**src/common/mmuPkg.sv**
```systemverilog
package mmuPkg;

    ////////////////////////////////////////////////////////////////////
    // Translation port structs
    ////////////////////////////////////////////////////////////////////

    typedef struct packed {
        logic        valid;
        logic [19:0] vpn;
    } TransReq;

    typedef struct packed {
        logic        hit;
        logic        fault;
        logic [19:0] ppn;  // Low 10 bits from vpn on superpage.
    } TransRes;

    typedef struct packed {
        logic        valid;
        logic [19:0] vpn;
    } MissReq;

    ////////////////////////////////////////////////////////////////////
    // Page walk structs
    ////////////////////////////////////////////////////////////////////

    typedef struct packed {
        logic        valid;
        logic [19:0] vpn;
        logic [21:0] ppn;       // Full Sv32 ppn.
        logic        isSuper;
        logic [2:0]  rwx;       // {r, w, x}.
        logic        pageFault;
    } WalkRes;

    // Sv32 page table entry as it sits in memory.
    typedef struct packed {
        logic [21:0] ppn;
        logic [1:0]  rsvd;
        logic        dirty;
        logic        accessed;
        logic        isGlobal;
        logic        user;
        logic        x;
        logic        w;
        logic        r;
        logic        v;
    } Pte;

    typedef enum logic [2:0] {
        Idle,
        ReqL1,
        WaitL1,
        ReqL0,
        WaitL0,
        Done
    } WalkState;

endpackage

```
**src/logic/missQueue.sv**
```systemverilog
`timescale 1ns/1ps

module missQueue #(
    parameter int QueueDepth = 4
) (
    input  logic           clk,
    input  logic           reset,
    input  mmuPkg::MissReq miss [2],
    input  mmuPkg::WalkRes walkRes,
    output mmuPkg::MissReq head
);

    localparam int PtrBits = $clog2(QueueDepth);

    logic [19:0]           slotVpn [QueueDepth];
    logic [QueueDepth-1:0] slotValid;
    logic [PtrBits-1:0]    rdPtr;
    logic [PtrBits-1:0]    wrPtr;
    logic [PtrBits-1:0]    slot1;
    logic [1:0]            stored;
    logic                  push0;
    logic                  push1;

    // Compare against every slot, head included.
    always_comb begin
        stored = 2'b00;
        for (int p = 0; p < 2; p++) begin
            for (int k = 0; k < QueueDepth; k++) begin
                if (slotValid[k] && slotVpn[k] == miss[p].vpn) begin
                    stored[p] = 1'b1;
                end
            end
        end
    end

    assign push0 = miss[0].valid && !stored[0] && !slotValid[wrPtr];
    assign slot1 = wrPtr + PtrBits'(push0);
    // Port 1 yields to port 0 on the same page.
    assign push1 = miss[1].valid && !stored[1] && !slotValid[slot1]
                   && !(miss[0].valid && miss[0].vpn == miss[1].vpn);

    always_ff @(posedge clk) begin
        if (push0) begin
            slotVpn[wrPtr] <= miss[0].vpn;
        end
        if (push1) begin
            slotVpn[slot1] <= miss[1].vpn;
        end
    end

    always_ff @(posedge clk) begin
        if (reset) begin
            slotValid <= '0;
            rdPtr     <= '0;
            wrPtr     <= '0;
        end else begin
            if (walkRes.valid && slotValid[rdPtr]) begin
                slotValid[rdPtr] <= 1'b0;  // Walk done, free head.
                rdPtr            <= rdPtr + 1'b1;
            end
            if (push0) begin
                slotValid[wrPtr] <= 1'b1;
            end
            if (push1) begin
                slotValid[slot1] <= 1'b1;
            end
            wrPtr <= wrPtr + PtrBits'(push0) + PtrBits'(push1);
        end
    end

    assign head.valid = slotValid[rdPtr];
    assign head.vpn   = slotVpn[rdPtr];

endmodule

```
**src/logic/mmuTop.sv**
```systemverilog
`timescale 1ns/1ps

module mmuTop #(
    parameter int TlbSize    = 8,
    parameter int TlbAssoc   = 4,
    parameter int QueueDepth = 4
) (
    input  logic            clk,
    input  logic            reset,
    input  logic            clear,
    input  mmuPkg::TransReq rqs [2],
    output mmuPkg::TransRes res [2],
    input  logic [21:0]     rootPpn,
    output logic            memReq,
    output logic [33:0]     memAddr,
    input  logic            memValid,
    input  logic [31:0]     memData,
    output mmuPkg::WalkRes  walkOut
);

    mmuPkg::MissReq miss [2];
    mmuPkg::MissReq head;
    mmuPkg::WalkRes walkRes;

    tlb #(
        .TlbSize (TlbSize),
        .TlbAssoc(TlbAssoc)
    ) i_tlb (
        .clk    (clk),
        .reset  (reset),
        .clear  (clear),
        .walkRes(walkRes),
        .rqs    (rqs),
        .res    (res),
        .miss   (miss)
    );

    missQueue #(
        .QueueDepth(QueueDepth)
    ) i_missQueue (
        .clk    (clk),
        .reset  (reset),
        .miss   (miss),
        .walkRes(walkRes),
        .head   (head)
    );

    pageWalker i_pageWalker (
        .clk     (clk),
        .reset   (reset),
        .head    (head),
        .rootPpn (rootPpn),
        .memReq  (memReq),
        .memAddr (memAddr),
        .memValid(memValid),
        .memData (memData),
        .walkRes (walkRes)
    );

    assign walkOut = walkRes;

endmodule

```
**src/pageWalker/pageWalker.sv**
```systemverilog
`timescale 1ns/1ps

module pageWalker (
    input  logic           clk,
    input  logic           reset,
    input  mmuPkg::MissReq head,
    input  logic [21:0]    rootPpn,
    output logic           memReq,
    output logic [33:0]    memAddr,
    input  logic           memValid,
    input  logic [31:0]    memData,
    output mmuPkg::WalkRes walkRes
);

    mmuPkg::WalkState state;
    mmuPkg::Pte       pte;

    logic [19:0] vpn;
    logic [21:0] tablePpn;  // Second level table base.
    logic [21:0] leafPpn;
    logic [2:0]  leafRwx;
    logic        leafSuper;
    logic        fault;
    logic        isLeaf;
    logic        badPerm;

    assign pte     = mmuPkg::Pte'(memData);
    assign isLeaf  = pte.r || pte.w || pte.x;
    assign badPerm = !pte.v || (pte.w && !pte.r);  // Invalid or write-only.

    ////////////////////////////////////////////////////////////////////
    // Memory port
    ////////////////////////////////////////////////////////////////////

    assign memReq = state == mmuPkg::ReqL1 || state == mmuPkg::ReqL0;

    always_comb begin
        if (state == mmuPkg::ReqL0 || state == mmuPkg::WaitL0) begin
            memAddr = {tablePpn, vpn[9:0], 2'b00};
        end else begin
            memAddr = {rootPpn, vpn[19:10], 2'b00};
        end
    end

    ////////////////////////////////////////////////////////////////////
    // Walk FSM
    ////////////////////////////////////////////////////////////////////

    always_ff @(posedge clk) begin
        if (reset) begin
            state <= mmuPkg::Idle;
        end else begin
            case (state)
                mmuPkg::Idle: begin
                    if (head.valid) begin
                        vpn       <= head.vpn;
                        fault     <= 1'b0;
                        leafSuper <= 1'b0;
                        state     <= mmuPkg::ReqL1;
                    end
                end
                mmuPkg::ReqL1: begin
                    state <= mmuPkg::WaitL1;
                end
                mmuPkg::WaitL1: begin
                    if (memValid) begin
                        if (badPerm) begin
                            fault <= 1'b1;
                            state <= mmuPkg::Done;
                        end else if (isLeaf) begin
                            leafPpn   <= pte.ppn;
                            leafRwx   <= {pte.r, pte.w, pte.x};
                            leafSuper <= 1'b1;
                            fault     <= pte.ppn[9:0] != 10'd0;  // Misaligned superpage.
                            state     <= mmuPkg::Done;
                        end else begin
                            tablePpn <= pte.ppn;
                            state    <= mmuPkg::ReqL0;
                        end
                    end
                end
                mmuPkg::ReqL0: begin
                    state <= mmuPkg::WaitL0;
                end
                mmuPkg::WaitL0: begin
                    if (memValid) begin
                        // Pointer at the last level is a fault too.
                        leafPpn   <= pte.ppn;
                        leafRwx   <= {pte.r, pte.w, pte.x};
                        leafSuper <= 1'b0;
                        fault     <= badPerm || !isLeaf;
                        state     <= mmuPkg::Done;
                    end
                end
                mmuPkg::Done: begin
                    state <= mmuPkg::Idle;
                end
                default: begin
                    state <= mmuPkg::Idle;
                end
            endcase
        end
    end

    ////////////////////////////////////////////////////////////////////
    // Result
    ////////////////////////////////////////////////////////////////////

    assign walkRes.valid     = state == mmuPkg::Done;
    assign walkRes.vpn       = vpn;
    assign walkRes.ppn       = leafPpn;
    assign walkRes.isSuper   = leafSuper;
    assign walkRes.rwx       = leafRwx;
    assign walkRes.pageFault = fault;

endmodule

```
**src/tlb/tlb.sv**
```systemverilog
`timescale 1ns/1ps

module tlb #(
    parameter int TlbSize  = 8,
    parameter int TlbAssoc = 4
) (
    input  logic            clk,
    input  logic            reset,
    input  logic            clear,
    input  mmuPkg::WalkRes  walkRes,
    input  mmuPkg::TransReq rqs [2],
    output mmuPkg::TransRes res [2],
    output mmuPkg::MissReq  miss [2]
);

    localparam int NumSets = TlbSize / TlbAssoc;
    localparam int IdxBits = $clog2(NumSets);
    localparam int WayBits = $clog2(TlbAssoc);
    localparam int TagBits = 20 - IdxBits;

    typedef struct packed {
        logic [TagBits-1:0] tag;
        logic [19:0]        ppn;
        logic               isSuper;
        logic [1:0]         perms;  // {r, w}, zero is invalid.
    } TlbEntry;

    TlbEntry            entries  [NumSets][TlbAssoc];
    logic [WayBits-1:0] counters [NumSets];
    logic [NumSets-1:0] advance;

    logic               fillEn;
    logic [IdxBits-1:0] fillIdx;
    logic [WayBits-1:0] fillWay;

    ////////////////////////////////////////////////////////////////////
    // Lookup
    ////////////////////////////////////////////////////////////////////

    always_comb begin
        logic [IdxBits-1:0] idx;
        TlbEntry            e;
        logic               match;

        advance = '0;
        for (int p = 0; p < 2; p++) begin
            idx    = rqs[p].vpn[IdxBits-1:0];
            res[p] = '0;
            for (int w = 0; w < TlbAssoc; w++) begin
                e = entries[idx][w];
                if (e.isSuper) begin
                    // Superpage covers vpn[9:0].
                    match = e.tag[TagBits-1:10-IdxBits] == rqs[p].vpn[19:10];
                end else begin
                    match = e.tag == rqs[p].vpn[19:IdxBits];
                end
                if (rqs[p].valid && e.perms != 2'b00 && match) begin
                    res[p].hit   = 1'b1;
                    res[p].fault = !e.perms[p];  // Port 0 needs w, port 1 needs r.
                    res[p].ppn   = e.isSuper ? {e.ppn[19:10], rqs[p].vpn[9:0]} : e.ppn;
                    if (counters[idx] == WayBits'(w)) begin
                        advance[idx] = 1'b1;
                    end
                end
            end
            miss[p].valid = rqs[p].valid && !res[p].hit;
            miss[p].vpn   = rqs[p].vpn;
        end
    end

    ////////////////////////////////////////////////////////////////////
    // Fill and replacement
    ////////////////////////////////////////////////////////////////////

    // Results above 20 ppn bits do not fit the entry and are never cached.
    assign fillEn  = walkRes.valid && !walkRes.pageFault && walkRes.ppn[21:20] == 2'b00;
    assign fillIdx = walkRes.vpn[IdxBits-1:0];
    assign fillWay = counters[fillIdx];

    always_ff @(posedge clk) begin
        if (reset || clear) begin
            for (int s = 0; s < NumSets; s++) begin
                for (int w = 0; w < TlbAssoc; w++) begin
                    entries[s][w].perms <= 2'b00;
                end
            end
        end else if (fillEn) begin
            entries[fillIdx][fillWay].tag     <= walkRes.vpn[19:IdxBits];
            entries[fillIdx][fillWay].ppn     <= walkRes.ppn[19:0];
            entries[fillIdx][fillWay].isSuper <= walkRes.isSuper;
            entries[fillIdx][fillWay].perms   <= walkRes.rwx[2:1];
        end
    end

    // Round robin per set, moved on by hits to the pointed way.
    always_ff @(posedge clk) begin
        if (reset) begin
            for (int s = 0; s < NumSets; s++) begin
                counters[s] <= '0;
            end
        end else begin
            for (int s = 0; s < NumSets; s++) begin
                if (advance[s]) begin
                    counters[s] <= counters[s] + 1'b1;
                end
            end
        end
    end

endmodule
```
**config.mk**
```make
export PLATFORM = sky130hd
export DESIGN_NAME = mmuTop
export DESIGN_NICKNAME = d
export VERILOG_FILES = /design/src/common/mmuPkg.sv /design/src/logic/missQueue.sv /design/src/logic/mmuTop.sv /design/src/pageWalker/pageWalker.sv /design/src/tlb/tlb.sv
export SDC_FILE = /design/constraint.sdc
export NUM_CORES = 1
export LEC_CHECK = 0
export BUFFER_PORTS_ARGS = -buffer_cell sky130_fd_sc_hd__buf_2
export CORE_MARGIN = 5
export CORE_UTILIZATION = 55
export CTS_BUF_LIST = sky130_fd_sc_hd__clkbuf_16
export CTS_CLUSTER_SIZE = 20
export DETAILED_ROUTE_END_ITERATION = 12
export PLACE_DENSITY_LB_ADDON = 0.08
export SYNTH_ARGS = -nofsm -noshare
export SYNTH_HDL_FRONTEND = slang
export SYNTH_SLANG_ARGS = --single-unit
```
**constraint.sdc**
```tcl
create_clock -name clk -period 6.4 [get_ports clk]
set_input_delay 0 -clock clk [delete_from_list [all_inputs] [get_ports clk]]
set_output_delay 0 -clock clk [all_outputs]
set_load 0.02 [all_outputs]
```
# Yosys cells after proc, flatten, opt, wreduce, memory -nomap -nowiden
# Memories as Yosys holds them, arrays and structs flattened. A register that Yosys moved wholly into a read port is not among the register bits.
# Index checks and enable logic that the tools add are counted.
classes:
  addsub: 5
  n_reduce_logical: 90
  muxes: 634
  magnitude_cmp: 12
  eq_ne: 42
  bitwise: 521
ops:
  columns: ["operator", "n"]
  rows:
  - ["$mux 168", 6]
  - ["$mux 1", 554]
  - ["$or 1x1->1", 506]
  - ["$demux 42 s2", 4]
  - ["$mux 22", 12]
  - ["$eq 20x20->1", 9]
  - ["$reduce_or 168->1", 1]
  - ["$eq 19x19->1", 8]
  - ["$eq 10x10->1", 8]
  - ["$mux 10", 8]
  - ["$pmux 22 s2", 1]
  - ["$logic_and 1x1->1", 42]
  - ["$mux 42", 1]
  - ["$mux 2", 19]
  - ["$mux 34", 1]
  - ["$mux 3", 10]
  - ["$mux 23", 1]
  - ["$mux 4", 5]
  - ["$logic_not 1->1", 19]
  - ["$reduce_bool 2->1", 9]
  - ["$pmux 3 s5", 1]
  - ["$or 2x2->2", 7]
  - ["$reduce_and 6->1", 2]
  - ["$reduce_bool 10->1", 1]
  - ["other kinds (33)", 69]
totals:
  n_memories: 3
  elab_cells: 1316
  inputBits: 100
  ram_bits: 420
  out_inout_bits: 127
  register_bits: 60
memory_table:
  columns: ["name", "words", "width", "rd", "rd_ports_with_merged_regs", "write_ports", "line", "text"]
  rows:
  - ["i_tlb.entries", 2, 168, 2, 0, 2, "tlb.sv:28", "TlbEntry entries [NumSets][TlbAssoc];"]
  - ["i_missQueue.slotVpn", 4, 20, 5, 1, 2, "missQueue.sv:15", "logic [19:0] slotVpn [QueueDepth];"]
  - ["i_tlb.counters", 2, 2, 5, 0, 2, "tlb.sv:29", "logic [WayBits-1:0] counters [NumSets];"]

# Depth between registers and ports, before layout
# Gate-level depths: netlist of the first run.
logic_depth:
  word_depth: 31
  mapped_depth: 20
  ltp_nobuf: 17

# Hierarchy
# A second synthesis of the first run with hierarchy kept.
hier_totals:
  hier_cells: 2160
  hier_area_um2: 28604.9
by_module_without_submodules:
  columns: ["module", "cells_per_inst", "area_per_inst_um2", "seq_area_each_um2", "n_inst"]
  rows:
  - ["tlb", 1463, 18649.1, 10209.8, 1]
  - ["missQueue", 548, 6986.7, 2602.5, 1]
  - ["pageWalker", 149, 2969.1, 2132.0, 1]

# Worst setup path before layout of the first run
# Ideal clock, no wire load.
synth_path:
  path_kind: "register -> register"
  start: "register i_pageWalker.state[2]"
  end: "memory i_tlb.entries[0][126] (netlist name) (enable)"
  setup_time_ns: 0.308
  period_less_slack_ns: 5.236
  t_required_ns: 6.092
  arrival_ns: 4.928
  stages_incl_launch_ff: 8
  setup_slack_ns: 1.164
  n_path_buf: 1
  cell_sequence: "dfxtp_1 -> nor2b_1 -> and2_1 -> and3_1 -> clkbuf_1 -> nor2b_1 -> nor3b_1 -> nand2b_1"
synth_rtl:
  columns: ["item", "line", "text"]
  rows:
  - ["start, declared", "pageWalker.sv:15", "mmuPkg::WalkState state;"]
  - ["start signal, assigned", "pageWalker.sv:51", "state <= mmuPkg::Idle;"]
  - ["start signal, assigned", "pageWalker.sv:59", "state <= mmuPkg::ReqL1;"]
  - ["start signal, assigned", "pageWalker.sv:63", "state <= mmuPkg::WaitL1;"]
  - ["end, declared", "tlb.sv:28", null]

==> flow_summary_export.csv, run 1 <==
group,metric,value,unit
power_and_ir_drop,vdd_drop_max,0.212,mV
floorplanning,die_h,236,um
floorplanning,start_util,55.7,%
sta,holdWs,40.6,ps
global_route,grt_max_degree,88,
outcome,status,"finished, final reports clean",
sta,finalCritPeriodShare,82.2,%
synthesis,synth_ff_type,"edfxtp_1",
floorplanning,die_w,236,um
setup_path,worstPathArrival,5490,ps
power_and_ir_drop,swShare,29.0,%
sta,hold_viol,0,
global_route,antenna_found_initial,2,
route,wl_per_cell,29.2,um
global_route,grt_pass1_wl,130000,um
power_and_ir_drop,power.share.combinational,19.5,%
sta,setup_viol,0,
layout,layout.nets,2418,
synthesis,synthCells,2139,
setup_path,crit_path_max_fanout,22,
floorplanning,placementRows,82,
route,finalWirelength,88300,um
place,port_buffers,218,
route,vias,19200,
clocking,ctsHoldBuffers,30,
global_route,grt_overflow,0,
synthesis,ys_types,62,
power_and_ir_drop,power.density,289,mW/mm^2
route,antenna_left,0,
synthesis,yosysWarnings,0,
clocking,clk_latency,620,ps
setup_path,criticalPathCategory,"flop to flop",
layout,final_cell_mix,"edfxtp_1 (489), mux2i_1 (330), xor2_1 (217)",
clocking,clockBufferDepth,3,
setup_path,endpoint,"i_missQueue.slotVpn[0][7]",
sta,finClkSkew,24.6,ps
floorplanning,die-area,0.0555,mm^2
setup_path,r2r_setup_slack,1140,ps
sta,worst_slew_pin_slew,1270,ps
floorplanning,core,0.0503,mm^2
job,cap_violations,0,
clocking,clk_root_buffer_cell,"clkbuf_16",
clocking,cts_made_buffers,54,
layout,final_common_cell,"edfxtp_1",
global_route,track_usage,31.0,%
setup_path,rr_endpoint,"i_missQueue.slotVpn[0][7]",
setup_path,worstSetupEndpointType,"flop",
floorplanning,pin_count,227,
synthesis,synth_edf_count,489,
global_route,grt_pass1_vias,19700,
place,gp_congestion,0.942,
layout,stdcell_area,0.0315,mm^2
setup_path,critPathRequiredTime,6630,ps
setup_path,worstSetupStartpointType,"flop",
setup_path,rr_worst_depth,15,
sta,tns,0,ps
sta,slew_headroom,15.4,%
power_and_ir_drop,internal_power,6.46,mW
route,routed_via_density,6.33,
power_and_ir_drop,pwr-share-seq,47.2,%
place,hpwlAfterDp,57500,um
clocking,postCtsResizedCells,0,
sta,drv_slew,0,
layout,layout-drive-gt1-share,21.3,%
power_and_ir_drop,switchingPower,2.64,mW
synthesis,async_reset_ff_share,0,%
synthesis,ys_ff_latch,500,
clocking,clk_pin_slew,60,ps
clocking,post_cts_buffers,0,
sta,rsz0062_at_grt,"no",
route,drtIter0Drc,1996,
hold_path,hp-class,"primary input to flop",
synthesis,syn_avg_cell_area,13.1,um^2
sta,fin_crit,5260,ps
route,route.detailed.drc,0,
layout,num_antenna_cells,0,
route,dr.pass1.iters,5,
power_and_ir_drop,clkPwrFrac,33.3,%
synthesis,syn_area,0.0280,mm^2
clocking,htreeDepth,2,
place,dpl_cell_area,0.0295,mm^2
synthesis,yosysSeqAreaShare,53.2,%
power_and_ir_drop,p_leak,11.6,nW
setup_path,reg2reg_from,"i_missQueue.slotVpn[2][18]",
clocking,tritoncts,"yes",
layout,areaGrowthSynthToFinish,12.4,%
sta,fmax,190,MHz
setup_path,critPathLaunch,"i_missQueue.slotVpn[2][18]",
clocking,cts_sinks,500,
power_and_ir_drop,finalPower,9.10,mW
layer usage:
layer  track usage [%]  wire, um  vias up
met1              40.2     34400     9686
met2              52.6     43500      879
met5                 0         0        -
met4              13.0      4020        0
li1                  -         -     8365
met3              4.21      6310      228
cell usage after synthesis, types with 6 or more instances:
master    number  area, um^2
and2_1        54         338
o211ai_1      24         180
nand3_1       54         270
o22ai_1       12        75.1
nand2_1       91         342
xor2_1       217        1900
nor2_1        47         176
and3_1        10        62.6
o221ai_1      26         228
clkbuf_1      89         334
a211oi_1      13        97.6
nand4_1       55         344
dfxtp_1       11         220
ha_1           6        75.1
or4_1          6        45.0
edfxtp_1     489       14700
a21oi_1       22         110
nor4_1        25         156
xnor2_1      120        1050
mux2_4        68        1020
mux4_2        23         518
o21ai_0       93         465
inv_1         16        60.1
mux2i_1      331        3310
mux2_2        43         484
nor2b_1        7        43.8
o22a_1        10        87.6
buf_2         16        80.1
buf_1         31         116
buf_6         18         203
buf_4         12        90.1
nor3_1        21         105
a21o_1         9        67.6
nand2b_1      10        62.6
stage by stage:
step           utilization (%)  instances  worst slack, ps
6_report                  62.6       3025             1140
5_1_grt                   62.6       3025              844
4_1_cts                   62.6       3025             1190
3_5_place_dp              58.7       2898              616
3_3_place_gp              58.7       2898              743
2_1_floorplan                -       2140             1160
cells by family after synthesis:
logic type                 synth area share, %
DFF                                       53.2
other                                   0.0134
and+or+nand+nor                           7.71
muxes                                     19.4
adders and majority gates                0.268
buffers and inverters                     3.26
xor gates and xnor gates                  10.5
AOI/OAI and AO/OA                         5.64
worst max-delay path, stage by stage, from the launching register on:
cell,delay [ps]
edfxtp_1,450
xnor2_1,300
nand4_1,210
nor4_1,610
a41oi_1,190
and3_1,250
nand3_1,110
inv_1,50
ha_1,180
xor2_1,400
mux4_2,390
a211oi_1,200
nand3_1,220
nor3_1,320
nand3_4,460
o31ai_4,510
power groups by stage:
stage | clock network [mW] | logic, mW | registers, mW
2_1_floorplan | 0 | 1.27 | 4.23
3_3_place_gp | 0 | 1.72 | 4.35
3_5_place_dp | 0 | 1.74 | 4.36
4_1_cts | 3.07 | 1.76 | 4.29
5_1_grt | 3.19 | 1.86 | 4.32
6_report | 3.03 | 1.77 | 4.30
how the worst min path moves through the flow:
stage	start	to	slack, ps	cells after the start
2_1_floorplan	reset	i_missQueue.wrPtr[0]	70	1
3_3_place_gp	memData[25]	i_pageWalker.tablePpn[15]	190	1
3_5_place_dp	memData[28]	i_pageWalker.tablePpn[18]	190	1
4_1_cts	rqs[12]	i_missQueue.slotVpn[0][12]	20	2
5_1_grt	rqs[18]	i_missQueue.slotVpn[1][18]	40	2
6_report	rqs[12]	i_missQueue.slotVpn[0][12]	40	2
registers in the layout, summed over array words and instances (netlist names):
signal	flops
i_pageWalker.vpn	20
i_pageWalker.leafPpn	22
i_pageWalker.tablePpn	22
i_missQueue.slotValid	4
i_pageWalker.fault	1
i_missQueue.slotVpn	80
i_tlb.entries	336
i_missQueue.wrPtr	2
i_pageWalker.leafSuper	1
i_missQueue.rdPtr	2
i_pageWalker.leafRwx	3
i_tlb.counters	4
i_pageWalker.state	3
area by class of cell:
type | count | area (um^2)
fill | 3918 | 18800
sequential | 500 | 14900
multi-input combinational | 1456 | 12300
timing repair buffer | 284 | 1680
clock buffer | 54 | 1350
tap | 672 | 841
clock inverter | 43 | 333
inverter | 16 | 60.1
No activity file was read; power rests on OpenSTA's default activity.
==> inputs of run 2 (changes only) <==
clock period = 5.3 ns   (was 6.4 ns; I/O delays follow)
==> run 2 against run 1 <==
  * Total power grew 22%
  * Combinational power increased by 25%
  * Die area did not move
  * Largest power group unchanged
  * Highest routed layer is now met5
==> flow_summary_export.csv, run 2 (same netlist as run 1, synthesis figures left out) <==
group,metric,value,unit
layout,fin_util,63.2,%
layout,stdcell_area,0.0318,mm^2
power_and_ir_drop,clkPwrFrac,33.1,%
route,route.detailed.drc,0,
clocking,cts_made_buffers,54,
route,drtIter0Drc,1775,
setup_path,worstSetupStartpointType,"flop",
sta,fin_crit,4850,ps
sta,rsz0062_at_grt,"no",
route,antenna_left,0,
floorplanning,start_util,55.7,%
sta,fmax,206,MHz
floorplanning,die_h,236,um
layout,layout.nets,2446,
clocking,htreeDepth,2,
power_and_ir_drop,power.share.combinational,20.1,%
clocking,cts_sinks,500,
floorplanning,die_w,236,um
power_and_ir_drop,switchingPower,3.26,mW
floorplanning,core,0.0503,mm^2
power_and_ir_drop,p_leak,11.7,nW
power_and_ir_drop,power.density,349,mW/mm^2
setup_path,cp.buffers_inverters,2,
layout,final_cell_mix,"edfxtp_1 (489), mux2i_1 (330), xor2_1 (217)",
setup_path,critPathRequiredTime,5660,ps
hold_path,min_path_cells,2,
setup_path,criticalPathCategory,"flop to flop",
clocking,clockBufferDepth,3,
place,dpl_cell_area,0.0298,mm^2
sta,setup_viol,0,
clocking,clk_pin_slew,60,ps
power_and_ir_drop,internal_power,7.82,mW
sta,hold_viol,0,
place,dp_cells,2923,
power_and_ir_drop,swShare,29.4,%
route,vias,19300,
sta,drv_slew,0,
setup_path,cp.depth,16,
clocking,clk_root_buffer_cell,"clkbuf_16",
place,hpwlAfterDp,58800,um
setup_path,path_cells,"xor2_1 > nor4_1 > nand4_1 > nor4_1 > a41oi_1 > and3_1 > nand3_1 > inv_1 > ha_1 > mux4_2 > a211oi_1 > nand3_1 > nor3_1 > nand3_4 > buf_12 > mux2_4",
hold_path,hp-class,"primary input to flop",
outcome,status,"finished, final reports clean",
floorplanning,placementRows,82,
layout,largest_reg_flops,336,
floorplanning,pin_count,227,
global_route,grt_overflow,0,
setup_path,crit_path_max_fanout,13,
floorplanning,die-area,0.0555,mm^2
setup_path,worstPathArrival,5210,ps
clocking,clk_latency,630,ps
sta,finClkSkew,23.1,ps
layout,largest-register,"i_tlb.entries",
layout,finalNonFillerCells,3056,
global_route,track_usage,30.5,%
route,wl_per_cell,28.8,um
global_route,antenna_found_initial,5,
layout,layout-drive-gt1-share,22.1,%
sta,tns,0,ps
setup_path,crit_slowest_cell,"mux4_2",
clocking,tritoncts,"yes",
setup_path,critical-path-max-stage-delay,520,ps
layout,num-fill-cells,3932,
place,port_buffers,218,
job,cap_violations,0,
setup_path,rr_worst_depth,16,
global_route,grt_pass1_vias,19700,
route,routed_via_density,6.32,
layout,areaGrowthSynthToFinish,13.5,%
sta,worst_slew_pin_slew,1190,ps
route,finalWirelength,87900,um
power_and_ir_drop,pwr-share-seq,46.9,%
layout,reg_top3,"i_tlb.entries: 336 flops, i_missQueue.slotVpn: 80 flops",
global_route,grt_pass1_wl,127000,um
power_and_ir_drop,vdd_drop_max,0.272,mV
sta,slew_headroom,20.8,%
clocking,postCtsResizedCells,0,
route,dr.pass1.iters,5,
place,gp_congestion,0.940,
global_route,grt_max_degree,85,
setup_path,worstSetupEndpointType,"flop",
setup_path,cpLargestDelayFamily,"simple AND/OR/NAND/NOR gates",
power_and_ir_drop,finalPower,11.1,mW
sta,finalCritPeriodShare,91.5,%
layout,final_common_cell,"edfxtp_1",
==> run 2: power by group through the flow <==
| stage | clock [mW] | combinational [mW] | sequential, mW |
|---|---|---|---|
| final | 3.67 | 2.22 | 5.20 |
| after global routing | 3.83 | 2.34 | 5.21 |
| after detailed placement | 0 | 2.19 | 5.26 |
| after global placement | 0 | 2.16 | 5.25 |
| after CTS | 3.69 | 2.21 | 5.18 |
| after floorplan | 0 | 1.53 | 5.10 |
==> run 2: per-stage QoR <==
step	hold slack (ps)	setup slack [ps]
3_5_place_dp	194	219
6_report	45.9	450
3_3_place_gp	190	367
5_1_grt	40.5	127
2_1_floorplan	71.6	63.9
4_1_cts	17.4	475
==> run 2: final timing paths <==
| kind | startpoint | to | slack (ps) |
|---|---|---|---|
| setup / recovery | i_missQueue.slotVpn[0][17] | i_missQueue.slotVpn[0][14] | 450 |
| hold / removal | rqs[24] | i_missQueue.slotVpn[1][3] | 50 |
| setup reg to reg | i_missQueue.slotVpn[0][17] | i_missQueue.slotVpn[0][14] | 450 |
| hold reg to reg | i_pageWalker.state[2] | i_pageWalker.state[1] | 560 |
==> run 2: timing repair <==
action,in CTS,in global routing
setup buffers,0,0
hold buffers,33,0
hold endpoints to repair,87,0
endpoints found under the setup margin,0,0
==> run 2: layout make-up <==
cell class	instances	area [um^2]	share of cell area (%)
well taps	672	841	2.65
clock buffers	54	1350	4.25
repair buffers	312	1970	6.21
clock inverters	44	339	1.07
diodes	2	5.00	0.0157
flip-flops and latches	500	14900	46.9
inverters	16	60.1	0.189
multi-input cells	1456	12300	38.7
==> run 2: layer usage <==
metal	GRT usage (%)	wire, um
met1	38.8	34200
met2	52.9	43700
met3	4.72	6440
met4	11.4	3480
met5	0	30
